--- src/clock_pkg.sv ---
package clock_pkg;

    // Every time unit shares one count width, wide enough for the largest modulus
    localparam int COUNT_W = 6;

    localparam int SEC_MOD  = 60;
    localparam int MIN_MOD  = 60;
    localparam int HOUR_MOD = 24;

    // Clock cycles per one-second strobe
    // Silicon would use the real oscillator rate here, e.g. 50 million
    localparam int TICKS_PER_SEC = 5;

    // Divider counter width, sized so that TICKS_PER_SEC itself fits
    localparam int TICK_CNT_W = $clog2(TICKS_PER_SEC + 1);

    // Decoded result of the increase and decrease edge detectors
    typedef enum logic [1:0] {
        ADJ_NONE = 2'd0,
        ADJ_UP   = 2'd1,
        ADJ_DOWN = 2'd2
    } adjust_op_e;

endpackage

--- src/clock_unit_if.sv ---
`timescale 1ns/1ps

interface clock_unit_if;

    // Advance strobe from the previous stage of the carry chain
    logic step;

    // Adjust levels, acted on once per rising edge
    logic increase;
    logic decrease;

    // Count-enable level
    logic enable;

    logic [clock_pkg::COUNT_W-1:0] count;

    // One-cycle strobe on a counted wrap
    logic carry;

    modport unit (
        input  step,
        input  increase,
        input  decrease,
        input  enable,
        output count,
        output carry
    );

    modport host (
        output step,
        output increase,
        output decrease,
        output enable,
        input  count,
        input  carry
    );

endinterface

--- src/digital_clock_top.sv ---
`timescale 1ns/1ps

module digital_clock_top (
    input  logic                          clk,
    input  logic                          rst_n,
    input  logic                          enable_pulse_1s,

    input  logic                          increase_s,
    input  logic                          decrease_s,
    input  logic                          enable_cnt_s,
    output logic [clock_pkg::COUNT_W-1:0] cnt_s,
    output logic                          pulse_1mi,

    input  logic                          increase_mi,
    input  logic                          decrease_mi,
    input  logic                          enable_cnt_mi,
    output logic [clock_pkg::COUNT_W-1:0] cnt_mi,
    output logic                          pulse_1h,

    input  logic                          increase_h,
    input  logic                          decrease_h,
    input  logic                          enable_cnt_h,
    output logic [clock_pkg::COUNT_W-1:0] cnt_h,
    output logic                          pulse_1d
);

    logic tick;

    clock_unit_if sec_if ();
    clock_unit_if min_if ();
    clock_unit_if hour_if ();

    tick_divider tick_divider_i (
        .clk             (clk),
        .rst_n           (rst_n),
        .enable_pulse_1s (enable_pulse_1s),
        .tick            (tick)
    );

    // Seconds unit, stepped by the one-second strobe
    assign sec_if.step     = tick;
    assign sec_if.increase = increase_s;
    assign sec_if.decrease = decrease_s;
    assign sec_if.enable   = enable_cnt_s;
    assign cnt_s           = sec_if.count;
    assign pulse_1mi       = sec_if.carry;

    time_unit_counter #(
        .MODULUS (clock_pkg::SEC_MOD)
    ) sec_counter_i (
        .clk   (clk),
        .rst_n (rst_n),
        .unit  (sec_if.unit)
    );

    // Minutes unit, stepped by the seconds wrap
    assign min_if.step     = sec_if.carry;
    assign min_if.increase = increase_mi;
    assign min_if.decrease = decrease_mi;
    assign min_if.enable   = enable_cnt_mi;
    assign cnt_mi          = min_if.count;
    assign pulse_1h        = min_if.carry;

    time_unit_counter #(
        .MODULUS (clock_pkg::MIN_MOD)
    ) min_counter_i (
        .clk   (clk),
        .rst_n (rst_n),
        .unit  (min_if.unit)
    );

    // Hours unit, stepped by the minutes wrap
    assign hour_if.step     = min_if.carry;
    assign hour_if.increase = increase_h;
    assign hour_if.decrease = decrease_h;
    assign hour_if.enable   = enable_cnt_h;
    assign cnt_h            = hour_if.count;
    assign pulse_1d         = hour_if.carry;

    time_unit_counter #(
        .MODULUS (clock_pkg::HOUR_MOD)
    ) hour_counter_i (
        .clk   (clk),
        .rst_n (rst_n),
        .unit  (hour_if.unit)
    );

endmodule

--- src/tick_divider.sv ---
`timescale 1ns/1ps

module tick_divider (
    input  logic clk,
    input  logic rst_n,
    input  logic enable_pulse_1s,
    output logic tick
);

    logic [clock_pkg::TICK_CNT_W-1:0] cycle_cnt;
    logic                             last_cycle;

    assign last_cycle =
        (cycle_cnt == clock_pkg::TICK_CNT_W'(clock_pkg::TICKS_PER_SEC - 1));

    // The cycle counter only moves while enabled, so a pause keeps the
    // phase of the current second intact
    always_ff @(posedge clk or negedge rst_n) begin
        if (!rst_n) begin
            cycle_cnt <= '0;
        end else if (enable_pulse_1s) begin
            if (last_cycle) begin
                cycle_cnt <= '0;
            end else begin
                cycle_cnt <= cycle_cnt + 1'b1;
            end
        end
    end

    // Registered strobe, high for the cycle after the counter leaves its
    // terminal value
    always_ff @(posedge clk or negedge rst_n) begin
        if (!rst_n) begin
            tick <= 1'b0;
        end else begin
            tick <= enable_pulse_1s && last_cycle;
        end
    end

endmodule

--- src/time_unit_counter.sv ---
`timescale 1ns/1ps

module time_unit_counter #(
    parameter int MODULUS = 60
) (
    input logic        clk,
    input logic        rst_n,
    clock_unit_if.unit unit
);

    logic                  increase_q;
    logic                  decrease_q;
    logic                  increase_rise;
    logic                  decrease_rise;
    clock_pkg::adjust_op_e adjust_op;
    logic                  at_top;
    logic                  at_bottom;
    logic                  counted_step;

    // Previous levels of the adjust inputs for edge detection
    always_ff @(posedge clk or negedge rst_n) begin
        if (!rst_n) begin
            increase_q <= 1'b0;
            decrease_q <= 1'b0;
        end else begin
            increase_q <= unit.increase;
            decrease_q <= unit.decrease;
        end
    end

    assign increase_rise = unit.increase && !increase_q;
    assign decrease_rise = unit.decrease && !decrease_q;

    // Two edges in the same cycle cancel each other out
    always_comb begin
        if (increase_rise && !decrease_rise) begin
            adjust_op = clock_pkg::ADJ_UP;
        end else if (decrease_rise && !increase_rise) begin
            adjust_op = clock_pkg::ADJ_DOWN;
        end else begin
            adjust_op = clock_pkg::ADJ_NONE;
        end
    end

    assign at_top    = (unit.count == clock_pkg::COUNT_W'(MODULUS - 1));
    assign at_bottom = (unit.count == '0);

    // A step only counts when no adjust claims the same cycle
    assign counted_step = unit.enable && unit.step && (adjust_op == clock_pkg::ADJ_NONE);

    always_ff @(posedge clk or negedge rst_n) begin
        if (!rst_n) begin
            unit.count <= '0;
        end else begin
            unique case (adjust_op)
                clock_pkg::ADJ_UP: begin
                    unit.count <= at_top ? '0 : unit.count + 1'b1;
                end
                clock_pkg::ADJ_DOWN: begin
                    unit.count <= at_bottom ? clock_pkg::COUNT_W'(MODULUS - 1)
                                            : unit.count - 1'b1;
                end
                default: begin
                    if (counted_step) begin
                        unit.count <= at_top ? '0 : unit.count + 1'b1;
                    end
                end
            endcase
        end
    end

    // Carry is combinational so a full wrap ripples through all units on one edge
    assign unit.carry = counted_step && at_top;

endmodule
--- config.mk ---
export PLATFORM = sky130hd
export DESIGN_NAME = digital_clock_top
export DESIGN_NICKNAME = d
export VERILOG_FILES = /design/src/clock_pkg.sv /design/src/clock_unit_if.sv /design/src/digital_clock_top.sv /design/src/tick_divider.sv /design/src/time_unit_counter.sv
export SDC_FILE = /design/constraint.sdc
export NUM_CORES = 1
export LEC_CHECK = 0
export CAP_MARGIN = 5
export CORE_MARGIN = 4
export CORE_UTILIZATION = 25
export DETAILED_ROUTE_END_ITERATION = 7
export DONT_BUFFER_PORTS = 1
export GPL_TIMING_DRIVEN = 0
export PLACE_DENSITY = 0.45
export SYNTH_ARGS = -nofsm -noshare
export SYNTH_HDL_FRONTEND = slang
export SYNTH_SLANG_ARGS = --single-unit
--- constraint.sdc ---
create_clock -name clk -period 2.7 [get_ports clk]
set_clock_uncertainty 0.15 [all_clocks]
set_input_delay 0.54 -clock clk [delete_from_list [all_inputs] [get_ports clk]]
set_output_delay 0.54 -clock clk [all_outputs]
set_load 0.1 [all_outputs]
==> metrics.txt <==
status finished with violations; met1 Resource Use GR 15.06%; crit path cell chain ha_4, nand4_4, or4_4, nor4_4; register area 749.5 um^2; initial antenna violation count 0; die area 0.009198 mm^2; GRT Util Overall 11.07%; CP required 2010 ps; number of synthesis warnings 0; min-delay src increase_h; Yosys cell types 53; GR Overflow Total 0; ys flop type dfrtp_1; post-layout minimum cycle time 3478 ps; CP max FO 6; top cell type by total area after synthesis dfrtp_1; layout cell share with drive strength beyond 1 21.30%; Cell Area, Placed 0.002142 mm^2; EDFF count, synth 0; CTS tree yes; TritonCTS Buffers 3; first-pass GRT wire length 7983 um; critical path's slowest cell nor4_4; Worst Hold Slack 125.4 ps; largest net degree at the start of global routing 29; I/O pin cnt 33; CTS Sinks 28; Initial Util 26.21%; Max-Cap Viols 0; Placed Cells 319; r2r startpoint sec_counter_i.unit.count[0]; die width 95.91 um; Syn Nets 246; core area 0.007370 mm^2; max-slew violation count 0; Worst Path Arrival 2790 ps; clock transition at the registers of the reported paths 110 ps; setup violators final 3; Fillers 795; CP bufs+invs 0; crit path from sec_counter_i.unit.count[0]; worst min path class in2reg; Root Buffer clkbuf_8; Crit. End Element output pin; failing checks negative setup slack; Yosys top cell area share 36.27%; Setup CP Type reg2out; critical path launch point type flop; post-route worst setup slack -777.6 ps; first-pass iteration count of the detailed router 4; final std cells w/o fill 329; number of H-tree levels 1; cell count after synthesis 220; Worst-Margin Slew 1334 ps; period utilisation layout 128.8%; Synth Cell Area 0.001932 mm^2; met2 Use GR 17.02%; unrepaired setup endpoints after global routing true; vias in the first global route 1,506; routed len/inst 15.05 um; Multi-input gate area 0.001202 mm^2; WL final 4951 um; top cells by area, synth dfrtp_1 36%, ha_1 9.1%, o21ai_0 4.4%; Iter 0 DRT Violations 51; DP Wirelength 3533 um; Slew HR 10.38%; placer congestion estimate 0.8294; Port Buffers 0; Vias/cell 5.097; Rows 31; Worst path max stage delay 1020 ps; asr flop ratio synth 100.0%; # DRC 0; via count 1,677; area grow syn2layout 18.65%; Worst path top cell family by delay simple AND/OR/NAND/NOR gates; Lkg Pwr 0.8962 nW; mean cell area of the mapped netlist 8.781 um^2; Clock Latency Late Sink 280 ps; pre-CTS setup slack -780.2 ps; nets@finish 257; # diodes 0; CTS Buffer Depth 2; global route hottest layer met2; Tot Pwr 0.002842 W; Max Freq 287.6 MHz; GR Util met3 3.440%; Fin. Hold Viols 0; post-route ant nets 0; VDD IR max 0.6703 mV; pwr dens 1240 mW/mm^2; Seq/Total Area, Yosys 36.27%; Die Y 95.91 um; Synth Register Bits 28; Finished Cell Area 0.002292 mm^2
## repair_timing
action / in CTS / in global routing
buffers inserted: 5 / 0
endpoints found under the hold margin: 28 / 0
pin swaps: 4 / 5
hold buffers: 2 / 0
gates resized for setup: 7 / 20
setup endpoints to repair: 4 / 9
## per-layer routing
metal	vias to the layer above	wire length, um
li1	836	-
met1	802	2320
met2	37	2290
met3	2	302
met4	0	38
met5	-	0
## kinds of logic after synthesis
kind of cell    after synthesis  synth area share, %
fa+ha+maj                    14                9.067
xor+xnor                      3                1.360
simple gates                 86                23.64
compound gates               67                23.84
mux                           1               0.5182
flops                        28                36.27
buf+inv                      21                5.311
## power by group
part | switching [W] | total, W | internal, W
combinational | 0.000509 | 0.000902 | 0.000393
sequential | 0.00109 | 0.00169 | 0.000605
clock | 0.000142 | 0.000249 | 0.000106
## metrics by stage
step	util, %	TNS, ps
3_5_place_dp	29.07	-1009
3_3_place_gp	28.98	-1381
4_1_cts	30.66	-1805
2_1_floorplan	-	-901.4
6_report	31.10	-1451
5_1_grt	31.10	-1675
## flip-flops by register name (all words and copies together) (netlist names)
name and count:
tick_divider_i.tick 1, tick_divider_i.cycle_cnt 3, min_counter_i.unit.count 6, min_counter_i.decrease_q 1, sec_counter_i.unit.count 6, sec_counter_i.increase_q 1
hour_counter_i.increase_q 1, hour_counter_i.decrease_q 1, sec_counter_i.decrease_q 1, hour_counter_i.unit.count 6, min_counter_i.increase_q 1
## path summary, 6_finish.rpt
kind / endpoint / slack (ps) / cells past startpoint
min in group asynchronous: sec_counter_i.unit.count[2] / 550 / 2
hold reg to reg: tick_divider_i.cycle_cnt[2] / 380 / 1
hold / removal: hour_counter_i.increase_q / 130 / 0
max in group asynchronous: min_counter_i.unit.count[3] / 1660 / 2
setup / recovery: pulse_1d / -780 / 4
setup reg to reg: hour_counter_i.unit.count[5] / 100 / 7
## Yosys cell counts, drive strengths merged, types with 2 or more instances
master	instances
inv	10
a21oi	9
a31oi	6
or3	2
nand2b	6
nor2	14
nand3b	3
and4	2
nand3	9
and2	4
buf	4
o21ai	20
a32oi	2
dfrtp	28
ha	14
and3	3
nor2b	6
xor2	3
a31o	3
o31ai	5
o211ai	4
nor3	6
o22ai	2
nand2	21
nand4	3
clkbuf	7
and3b	2
nor4	2
## placed cells by master (no fill, tap or decap), drive strengths merged, types with 2 or more instances in the layout
| master | n |
|---|---|
| nand3b | 3 |
| and3b | 2 |
| a31o | 3 |
| a31oi | 6 |
| xor2 | 3 |
| nor3 | 6 |
| or3 | 2 |
| nand2 | 21 |
| ha | 14 |
| buf | 10 |
| nand3 | 9 |
| nor2 | 14 |
| inv | 10 |
| a32oi | 2 |
| and3 | 3 |
| dfrtp | 28 |
| nand2b | 6 |
| o22ai | 2 |
| o21ai | 20 |
| o31ai | 5 |
| nand4 | 3 |
| nor4 | 2 |
| a21oi | 9 |
| nor2b | 6 |
| and2 | 4 |
| and4 | 2 |
| clkbuf | 10 |
| o211ai | 4 |
## area by class of cell
| type | count | area share, % |
|---|---|---|
| Tap cell | 99 | 5.404 |
| Multi-Input combinational cell | 171 | 52.46 |
| Clock buffer | 4 | 1.965 |
| Inverter | 10 | 1.638 |
| Timing Repair Buffer | 7 | 3.111 |
| Buffer | 10 | 2.729 |
| Sequential cell | 28 | 32.70 |
Power figures use the tool's default switching activity.
